### src/source/soc_map_pkg.sv
// SoC address map, Wishbone bus types, reset hold time and interrupt lines
package soc_map_pkg;

	// ------------------------------------------------------------
	// Wishbone bus widths
	// ------------------------------------------------------------
	typedef logic [31:0] wb_addr_t;
	typedef logic [31:0] wb_data_t;
	typedef logic [3:0]  wb_sel_t;

	// Region codes, bit 31 excluded
	// Boot memory at 0x00000000, compared on bits 30..28
	localparam logic [2:0] REGION_BOOT = 3'b000;
	// CSR bridge at 0x60000000, compared on bits 30..29
	localparam logic [1:0] REGION_CSR = 2'b11;

	// Upper address bits that must be zero for a null-pointer hit
	localparam int LOCK_TOP_BITS = 14;

	// Boot memory of 256 words
	localparam int RAM_ADDR_WIDTH = 8;
	typedef logic [RAM_ADDR_WIDTH-1:0] ram_addr_t;

	// Reset hold counter, kept short
	typedef logic [7:0] rst_cnt_t;
	localparam rst_cnt_t RST_HOLD_CYCLES = 8'd200;

	// Interrupt vector layout
	localparam int IRQ_GPIO = 0;
	localparam int IRQ_TIMER = 1;
	localparam int NUM_IRQ = 2;

endpackage

### src/source/soc_csr_pkg.sv
// CSR bus address layout and system controller register map
package soc_csr_pkg;

	// CSR word address is bus address bits 15..2
	typedef logic [13:0] csr_addr_t;
	// Upper four bits pick the bank
	typedef logic [3:0]  csr_bank_t;
	// Lower ten bits pick the register
	typedef logic [9:0]  csr_reg_t;

	localparam csr_bank_t BANK_SYSCTL = 4'd1;
	localparam csr_bank_t BANK_TIMER = 4'd2;

	// GPIO bank
	localparam csr_reg_t REG_GPIO_IN = 10'd0;
	localparam csr_reg_t REG_GPIO_OUT = 10'd1;
	localparam csr_reg_t REG_GPIO_IRQ_EN = 10'd2;
	localparam csr_reg_t REG_BUS_ERR_EN = 10'd3;
	localparam csr_reg_t REG_HARD_RESET = 10'd4;

	// Timer bank
	localparam csr_reg_t REG_TMR_CTRL = 10'd0;
	localparam csr_reg_t REG_TMR_COMPARE = 10'd1;
	localparam csr_reg_t REG_TMR_COUNTER = 10'd2;

	// Timer control bits
	localparam int TMR_CTRL_EN = 0;
	localparam int TMR_CTRL_AUTORELOAD = 1;

	// Board GPIO
	localparam int NUM_BTN = 3;
	localparam int NUM_LED = 2;

endpackage

### src/source/wb_slave_if.sv
// Wishbone slave link between the address decoder and one slave
`timescale 1ns/1ps

interface wb_slave_if;
	import soc_map_pkg::*;

	wb_addr_t adr;
	wb_data_t dat_w;
	wb_data_t dat_r;
	wb_sel_t  sel;
	logic     we;
	logic     cyc;
	logic     stb;
	logic     ack;

	// Decoder side, forwards the master request
	modport decoder (
		output adr, dat_w, sel, we, cyc, stb,
		input  dat_r, ack
	);

	// Slave side
	modport slave (
		input  adr, dat_w, sel, we, cyc, stb,
		output dat_r, ack
	);

endinterface

### src/source/csr_bridge.sv
// Wishbone to CSR bus bridge returning the OR of all bank read data
`timescale 1ns/1ps

module csr_bridge (
	input  logic                   sys_clk,
	input  logic                   sys_rst_i,
	input  soc_map_pkg::wb_data_t  dr_sysctl_i,
	input  soc_map_pkg::wb_data_t  dr_timer_i,
	wb_slave_if.slave              bus_i,
	output soc_csr_pkg::csr_addr_t csr_a_o,
	output logic                   csr_we_o,
	output soc_map_pkg::wb_data_t  csr_dw_o
);
	import soc_map_pkg::*;
	import soc_csr_pkg::*;

	typedef enum logic [1:0] {ST_IDLE, ST_ACCESS, ST_REPLY} state_t;

	state_t    state;
	csr_addr_t acc_adr;
	wb_data_t  rd_or;

	// CSR word address from bus bits 15..2
	assign acc_adr = bus_i.adr[$bits(csr_addr_t)+1:2];

	// ------------------------------------------------------------
	// Access FSM
	// ------------------------------------------------------------
	always_ff @(posedge sys_clk) begin
		if (sys_rst_i) begin
			state <= ST_IDLE;
			csr_a_o <= '0;
			csr_we_o <= 1'b0;
		end else begin
			// Address and strobe live for one cycle only
			csr_a_o <= '0;
			csr_we_o <= 1'b0;
			case (state)
				ST_IDLE: begin
					if (bus_i.cyc && bus_i.stb) begin
						csr_a_o <= acc_adr;
						csr_we_o <= bus_i.we;
						state <= ST_ACCESS;
					end
				end
				// Banks register their read data here
				ST_ACCESS: state <= ST_REPLY;
				// Ack cycle
				ST_REPLY: state <= ST_IDLE;
				default: state <= ST_IDLE;
			endcase
		end
	end

	// Write data captured together with the address
	always_ff @(posedge sys_clk) begin
		if (state == ST_IDLE && bus_i.cyc && bus_i.stb)
			csr_dw_o <= bus_i.dat_w;
	end

	// Non-matching banks drive zero
	assign rd_or = dr_sysctl_i | dr_timer_i;
	assign bus_i.dat_r = rd_or;
	assign bus_i.ack = state == ST_REPLY;

endmodule

### src/flat_wrapper.sv
// flat-port wrapper written by rule: the top's interface ports become plain ports
module csr_bridge_flat import soc_map_pkg::*; import soc_csr_pkg::*;
  (sys_clk, sys_rst_i, dr_sysctl_i, dr_timer_i, csr_a_o, csr_we_o, csr_dw_o, bus_i_adr, bus_i_dat_w, bus_i_sel, bus_i_we, bus_i_cyc, bus_i_stb, bus_i_dat_r, bus_i_ack);
  wb_slave_if bus_i_i ();
  input  logic sys_clk;
  input  logic sys_rst_i;
  input  soc_map_pkg::wb_data_t dr_sysctl_i;
  input  soc_map_pkg::wb_data_t dr_timer_i;
  output soc_csr_pkg::csr_addr_t csr_a_o;
  output logic csr_we_o;
  output soc_map_pkg::wb_data_t csr_dw_o;
  input wire logic [$bits(bus_i_i.adr)-1:0] bus_i_adr;
  input wire logic [$bits(bus_i_i.dat_w)-1:0] bus_i_dat_w;
  input wire logic [$bits(bus_i_i.sel)-1:0] bus_i_sel;
  input wire logic [$bits(bus_i_i.we)-1:0] bus_i_we;
  input wire logic [$bits(bus_i_i.cyc)-1:0] bus_i_cyc;
  input wire logic [$bits(bus_i_i.stb)-1:0] bus_i_stb;
  output wire logic [$bits(bus_i_i.dat_r)-1:0] bus_i_dat_r;
  output wire logic [$bits(bus_i_i.ack)-1:0] bus_i_ack;
  assign bus_i_i.adr = bus_i_adr;
  assign bus_i_i.dat_w = bus_i_dat_w;
  assign bus_i_i.sel = bus_i_sel;
  assign bus_i_i.we = bus_i_we;
  assign bus_i_i.cyc = bus_i_cyc;
  assign bus_i_i.stb = bus_i_stb;
  assign bus_i_dat_r = bus_i_i.dat_r;
  assign bus_i_ack = bus_i_i.ack;
  csr_bridge u_core (.sys_clk(sys_clk), .sys_rst_i(sys_rst_i), .dr_sysctl_i(dr_sysctl_i), .dr_timer_i(dr_timer_i), .bus_i(bus_i_i), .csr_a_o(csr_a_o), .csr_we_o(csr_we_o), .csr_dw_o(csr_dw_o));
endmodule
### config.mk
export PLATFORM = sky130hd
export DESIGN_NAME = csr_bridge_flat
export DESIGN_NICKNAME = d
export VERILOG_FILES = /design/src/source/soc_map_pkg.sv /design/src/source/soc_csr_pkg.sv /design/src/source/wb_slave_if.sv /design/src/source/csr_bridge.sv /design/src/flat_wrapper.sv
export SDC_FILE = /design/constraint.sdc
export NUM_CORES = 1
export LEC_CHECK = 0
export BUFFER_PORTS_ARGS = -buffer_cell sky130_fd_sc_hd__buf_4
export CAP_MARGIN = 20
export CELL_PAD_IN_SITES_DETAIL_PLACEMENT = 1
export CELL_PAD_IN_SITES_GLOBAL_PLACEMENT = 1
export CORE_MARGIN = 8
export CORE_UTILIZATION = 23
export DETAILED_ROUTE_END_ITERATION = 8
export GPL_TIMING_DRIVEN = 0
export PLACE_DENSITY_LB_ADDON = 0.3
export REMOVE_ABC_BUFFERS = 1
export SLEW_MARGIN = 20
export SYNTH_ARGS = -nofsm -noshare
export SYNTH_HDL_FRONTEND = slang
export SYNTH_SLANG_ARGS = --single-unit
### constraint.sdc
create_clock -name sys_clk -period 4.75 [get_ports sys_clk]
set_clock_uncertainty 0.05 [all_clocks]
set_input_delay 0.95 -clock sys_clk [delete_from_list [all_inputs] [get_ports sys_clk]]
set_output_delay 0.95 -clock sys_clk [all_outputs]
set_load 0.05 [all_outputs]
# Word-level counts from Yosys, hierarchy flattened
# Index checks and enable logic that the tools add are counted.
classes:
  eq_ne: 3
  mux: 2
  bitwise_logic: 3
  reduce_logical: 5
op_table:
  columns: ["op", "count"]
  rows:
  - ["OR 32 bit", 1]
  - ["one-hot mux 2 bit (2 select lines)", 1]
  - ["logical AND 1 bit", 3]
  - ["OR reduction 3 bit", 1]
  - ["equality test 2 x 1 -> 1 bit, second input constant", 1]
  - ["equality test 2 bit, second input constant", 1]
  - ["zero test 2 bit", 1]
  - ["two-way mux 2 bit", 1]
  - ["!= test 2 x 1 -> 1 bit, second input constant", 1]
  - ["inverter 1 bit", 2]
totals:
  ff_bits: 49
  input_bits: 137
  elab_cells: 17

# Depth between registers and ports, before layout
# Gate-level depths: netlist (run 1).
logic_depth:
  depth_word: 3
  depth_mapped: 4

# Worst setup path before layout (run 1)
# Ideal clock, no wire load.
synth_path:
  path_kind: "input-to-reg"
  startpoint: "input bus_i_cyc"
  endpoint: "register u_core.csr_dw_o[0], enable pin"
  setup_ns: 0.387
  t_arrival_ns: 1.977
  required_ns: 4.313
  slack_ns: 2.336
  cell_stages: 4
  path_buffers: 2
  path_cell_list: "nand4bb_1 -> buf_6 -> buf_12 -> inv_1"
synth_via:
  elab_chain_len: 2
synth_lines:
  columns: ["item", "line_no", "source"]
  rows:
  - ["start: declaration", "flat_wrapper.sv:16", "input wire logic [$bits(bus_i_i.cyc)-1:0] bus_i_cyc;"]
  - ["logical AND 1 bit (2 in a row)", "csr_bridge.sv:57", "if (state == ST_IDLE && bus_i.cyc && bus_i.stb)"]
  - ["end signal: assignment", "csr_bridge.sv:58", "csr_dw_o <= bus_i.dat_w;"]
  - ["end: declaration", "csr_bridge.sv:12", "output soc_map_pkg::wb_data_t csr_dw_o"]
# Every way passes these cells.
# A chain may end at the register's enable or synchronous reset.

# Final worst setup path (run 1)
layout_path:
  startpoint: "input bus_i_cyc"
  endpoint: "register u_core.csr_dw_o[11], enable pin"
# Same word-level chain as after synthesis.

==> results.sh, run 1 <==
export IMPL_status="finished clean"
export IMPL_globalplace_congestion=0.778
export IMPL_leakagePower_nw=1.53
export IMPL_final_cell_mix="buf_4, or2_2, edfxtp_1"
export IMPL_cts_resized=0
export IMPL_final_period_utilization=0.581
export IMPL_cts_root_buffer_cell="clkbuf_8"
export IMPL_initial_core_util=0.239
export IMPL_syn_area_um2=1730
export IMPL_dp_hpwl_um=6610
export IMPL_ys_types=12
export IMPL_avgRoutedWirePerCell_um=18.4
export IMPL_final_common_cell="buf_4"
export IMPL_criticalPathCategory="primary input to flop"
export IMPL_fin_nets=439
export IMPL_grt_max_degree=33
export IMPL_ctsHoldBuffers=0
export IMPL_drv_slew=0
export IMPL_vias_per_cell=4.11
export IMPL_synth_top_area_share=0.555
export IMPL_placed_area_um2=3270
export IMPL_startpoint_type="primary input"
export IMPL_critPathTopFamily="buffers and inverters"
export IMPL_rsz0062_at_grt="false"
export IMPL_arrival_ns=2.64
export IMPL_worstPathRequired_ns=4.63
export IMPL_cp_depth=3
export IMPL_grt_pass1_wl_um=10300
export IMPL_drc_errors=0
export IMPL_worst_pin_slew_ns=0.931
export IMPL_ys_ff_latch=49
export IMPL_yosys_top_cells_area="edfxtp_1, dfxtp_1, or2_2"
export IMPL_yosysTopAreaCell="edfxtp_1"
export IMPL_placed_cells=394
export IMPL_cts_buffers=5
export IMPL_min_path_type="flop to flop"
export IMPL_postLayoutCellArea_um2=3360
export IMPL_hold_path_depth=1
export IMPL_antenna_found_initial=0
export IMPL_crit_slowest_cell="inv_2"
export IMPL_final_layout_size_suffix_gt1_frac=0.802
export IMPL_yosysWarnings=0
export IMPL_io_pins=217
export IMPL_min_to="u_core.state[1]"
export IMPL_wl_um=7410
export IMPL_synth_avg_cell_area_um2=16.5
export IMPL_endpoint_kind="flop"
export IMPL_reg2reg_to="u_core.csr_dw_o[11]"
export IMPL_htree_levels=2
export IMPL_num_vias=1651
export IMPL_worstSkewPairLatency_ns=0.29
export IMPL_dr_first_iter_drc_count=28
export IMPL_cts_buffer_depth=2
export IMPL_crit_path_max_incr_delay_ns=0.86
export IMPL_maxCapViolations=0
export IMPL_fmax_mhz=363
export IMPL_worstPathCellList="buf_4, nand4bb_1, inv_2"
export IMPL_fin_cells=402
export IMPL_clk_pin_slew_ns=0.09
export IMPL_area_delta_synth_final_pct=94.0
export IMPL_multi_input_area_um2=384
export IMPL_timing_setup_tns_ns=0
export IMPL_crit_buf_inv=2
export IMPL_row_count=31
export IMPL_reg2reg_depth=2
export IMPL_grt_pass1_vias=1904
export IMPL_seq_area_frac_synth=0.752
export IMPL_n_antenna_cell=0
export IMPL_rr_startpoint="u_core.state[0]"
export IMPL_hold_viol=0
export IMPL_seq_area_um2=1300
export IMPL_core_area_um2=7250
export IMPL_vdd_ir_drop_max_uv=101
export IMPL_dr_pass1_iters=4
export IMPL_cts_sinks=49
export IMPL_fin_util=0.463
export IMPL_cts_tree="built"
export IMPL_fp_dieH_um=103
export IMPL_dieArea_um2=10600
export IMPL_die_w_um=103
export IMPL_overflow=0
export IMPL_p_per_area_nw_per_um2=287
export IMPL_post_route_min_period_ns=2.76
export IMPL_cts_setup_buffers=0
export IMPL_setup_viol=0
export IMPL_drtAntennaViolNets=0
export IMPL_io_buffers=194
export IMPL_crit_fanout=32
export IMPL_relSlewSlack=0.376
export IMPL_grt_util_all_layers=0.132
export IMPL_min_from="u_core.state[1]"
export IMPL_synthCells=105
export IMPL_r2r_setup_slack_ns=2.31
export IMPL_nFillCells=833
-- flip-flops by register name, summed over array words and instances, names as in the netlist --
register,flops
u_core.csr_we_o,1
u_core.csr_a_o,14
u_core.state,2
u_core.csr_dw_o,32
-- logic make-up after synthesis --
family	after synthesis	synth area share
buffers and inverters	5	0.0260
flip-flops	49	0.752
AND/OR/NAND/NOR	51	0.222
-- routing by layer --
| metal | vias to the layer above | part of all wire | wire [µm] | track usage |
|---|---|---|---|---|
| met3 | 5 | 0.21 | 1550 | 0.119 |
| li1 | 753 | - | - | - |
| met5 | - | 0 | 0 | 0 |
| met4 | 0 | 0.0078 | 58 | 0.0334 |
| met2 | 134 | 0.48 | 3580 | 0.227 |
| met1 | 759 | 0.30 | 2220 | 0.110 |
-- metrics by stage --
step / total power, mW / hold slack, ns / setup WS [ns]
after floorplan: 0.616 / 0.353 / 1.92
after global placement: 0.737 / 0.370 / 1.27
after detailed placement: 0.741 / 0.386 / 1.62
after CTS: 0.981 / 0.400 / 1.94
after global routing: 1.01 / 0.415 / 1.81
final: 0.965 / 0.397 / 1.99
-- synthesized netlist by cell type (all sizes together) --
master   number
edfxtp       32
nor3b        16
buf           4
nand4bb       1
or2          32
inv           1
dfxtp        17
nor2          1
and2b         1
-- worst max path at each step --
| stage | startpoint | end | slack, ns |
|---|---|---|---|
| 2_1_floorplan | bus_i_cyc | u_core.csr_dw_o[0] | 1.92 |
| 3_3_place_gp | bus_i_cyc | u_core.csr_dw_o[9] | 1.27 |
| 3_5_place_dp | bus_i_cyc | u_core.csr_dw_o[3] | 1.62 |
| 4_1_cts | bus_i_cyc | u_core.csr_dw_o[3] | 1.94 |
| 5_1_grt | bus_i_cyc | u_core.csr_dw_o[9] | 1.81 |
| 6_report | bus_i_cyc | u_core.csr_dw_o[11] | 1.99 |
-- area by class of cell --
cell class | instances | area share
inverters | 1 | 0.00112
flip-flops and latches | 49 | 0.388
well taps | 99 | 0.0369
multi-input cells | 51 | 0.114
clock buffers | 6 | 0.0216
repair buffers | 194 | 0.434
clock inverters | 2 | 0.00447
-- power by group --
part           switching [mW]  total [mW]  leakage, nW  internal (mW)
clock network           0.133       0.237       0.0374          0.104
registers             0.00446       0.476        0.437          0.472
logic                   0.144       0.252         1.05          0.107
Note: power is estimated with default switching activity, not from simulation.
==> run 2: changes to the inputs <==
--- a/config.mk
+++ b/config.mk
@@ -10,7 +10,7 @@
 export CELL_PAD_IN_SITES_DETAIL_PLACEMENT = 1
 export CELL_PAD_IN_SITES_GLOBAL_PLACEMENT = 1
 export CORE_MARGIN = 8
-export CORE_UTILIZATION = 23
+export CORE_UTILIZATION = 22
 export DETAILED_ROUTE_END_ITERATION = 8
 export GPL_TIMING_DRIVEN = 0
 export PLACE_DENSITY_LB_ADDON = 0.3
==> constraint.sdc (replaced) <==
create_clock -name sys_clk -period 2.9 [get_ports sys_clk]
set_clock_uncertainty 0.05 [all_clocks]
set_input_delay 0.58 -clock sys_clk [delete_from_list [all_inputs] [get_ports sys_clk]]
set_output_delay 0.58 -clock sys_clk [all_outputs]
set_load 0.05 [all_outputs]
==> run 2 against run 1 <==
Compared with the run above:
- global-route usage down 1.3 points
- flip-flop and latch count unchanged
- critical path depth down 1
- sequential share of layout area about the same
- total power up 64%
- worst hold slack better by 0.0021 ns
==> results.sh, run 2 (synthesis gave the netlist of run 1 again) <==
export IMPL_relSlewSlack=0.372
export IMPL_reg2reg_depth=2
export IMPL_die_w_um=105
export IMPL_reg2reg_to="u_core.csr_dw_o[9]"
export IMPL_arrival_ns=2.30
export IMPL_dr_first_iter_drc_count=15
export IMPL_grt_pass1_vias=1880
export IMPL_cts_buffer_depth=2
export IMPL_wl_um=6880
export IMPL_whs_ns=0.399
export IMPL_rr_startpoint="u_core.state[0]"
export IMPL_endpoint_kind="flop"
export IMPL_dp_hpwl_um=6130
export IMPL_top_regs="u_core.csr_dw_o (32), u_core.csr_a_o (14), u_core.state (2)"
export IMPL_io_buffers=194
export IMPL_overflow=0
export IMPL_cts_root_buffer_cell="clkbuf_8"
export IMPL_worstSkewPairLatency_ns=0.29
export IMPL_vdd_ir_drop_max_uv=190
export IMPL_grt_util_all_layers=0.119
export IMPL_antenna_found_initial=0
export IMPL_final_layout_size_suffix_gt1_frac=0.802
export IMPL_final_period_utilization=0.833
export IMPL_cts_tree="built"
export IMPL_setup_viol=0
export IMPL_cts_resized=0
export IMPL_worstPathRequired_ns=2.78
export IMPL_min_path_type="flop to flop"
export IMPL_drc_errors=0
export IMPL_io_pins=217
export IMPL_drv_slew=0
export IMPL_rsz0062_at_grt="false"
export IMPL_drtAntennaViolNets=0
export IMPL_area_delta_synth_final_pct=94.2
export IMPL_criticalPathCategory="flop to flop"
export IMPL_clk_pin_slew_ns=0.09
export IMPL_globalplace_congestion=0.710
export IMPL_post_route_min_period_ns=2.42
export IMPL_pre_cts_ws_ns=0.150
export IMPL_leakagePower_nw=1.53
export IMPL_core_area_um2=7690
export IMPL_cts_sinks=49
export IMPL_grt_max_degree=33
export IMPL_htree_levels=2
export IMPL_dieArea_um2=11000
export IMPL_worst_pin_slew_ns=0.937
export IMPL_cts_buffers=5
export IMPL_ctsHoldBuffers=0
export IMPL_maxCapViolations=0
export IMPL_vias_per_cell=3.96
export IMPL_initial_core_util=0.225
export IMPL_p_per_area_nw_per_um2=469
export IMPL_num_vias=1603
export IMPL_row_count=32
export IMPL_fp_dieH_um=105
export IMPL_cp_startpoint="u_core.state[0]"
export IMPL_grt_pass1_wl_um=10400
export IMPL_largest_reg_flops=32
export IMPL_timing_final_ws_setup_ns=0.483
export IMPL_r2r_setup_slack_ns=0.48
export IMPL_timing_setup_tns_ns=0
export IMPL_status="finished clean"
export IMPL_n_antenna_cell=0
export IMPL_avgRoutedWirePerCell_um=17.0
export IMPL_hold_viol=0
export IMPL_dr_pass1_iters=4
export IMPL_fin_nets=439
export IMPL_startpoint_type="flop"
export IMPL_largest_register="u_core.csr_dw_o"
export IMPL_final_common_cell="buf_4"
export IMPL_fmax_mhz=414
export IMPL_endpoint="u_core.csr_dw_o[9]"
export IMPL_cts_setup_buffers=0
export IMPL_final_cell_mix="buf_4, or2_2, edfxtp_1"
export IMPL_crit_fanout=32
==> run 2: cell counts in the layout (fill, tap and decap cells not counted) <==
No cell type changed its count.
==> run 2: worst min-delay path by stage <==
stage | startpoint | end | slack, ns | cells after the start
floorplan | u_core.state[1] | u_core.state[1] | 0.35 | 1
global placement | u_core.state[1] | u_core.state[1] | 0.37 | 1
detailed placement | u_core.state[1] | u_core.state[1] | 0.39 | 1
CTS | bus_i_dat_w[1] | u_core.csr_dw_o[1] | 0.40 | 1
global route | bus_i_dat_w[1] | u_core.csr_dw_o[1] | 0.38 | 1
finish | u_core.state[1] | u_core.state[1] | 0.40 | 1
==> run 2: report_power, final <==
group	switching, mW	leakage, nW	total [mW]	internal [mW]
Sequential	0.00705	0.437	0.780	0.773
Clock	0.215	0.0374	0.385	0.170
Combinational	0.236	1.05	0.412	0.176
==> run 2: worst max-delay path, cell delays in order (launching register included) <==
cell and delay, ns:
dfxtp_1 0.32, nand4bb_1 0.82, inv_2 0.85
==> run 2: layout make-up <==
cell class,instances,area [µm²]
clock buffers,6,72.6
flip-flops and latches,49,1300
repair buffers,194,1460
multi-input cells,51,384
fillers,873,4330
well taps,102,128
clock inverters,2,15.0
inverters,1,3.75
==> run 2: metal layers <==
| layer | vias up | global-route usage | share of wire |
|---|---|---|---|
| li1 | 754 | - | - |
| met1 | 712 | 0.108 | 0.35 |
| met2 | 133 | 0.207 | 0.48 |
| met3 | 4 | 0.0977 | 0.17 |
| met4 | 0 | 0.0183 | 0.0036 |
| met5 | - | 0 | 0 |
==> run 2: stage by stage <==
stage / cells / power, mW / cell area (µm²) / utilization
floorplan: 101 / 1.01 / 1690 / -
global placement: 397 / 1.21 / 3270 / 0.426
detailed placement: 397 / 1.21 / 3270 / 0.426
CTS: 405 / 1.60 / 3360 / 0.437
global route: 405 / 1.65 / 3360 / 0.437
finish: 405 / 1.58 / 3360 / 0.437
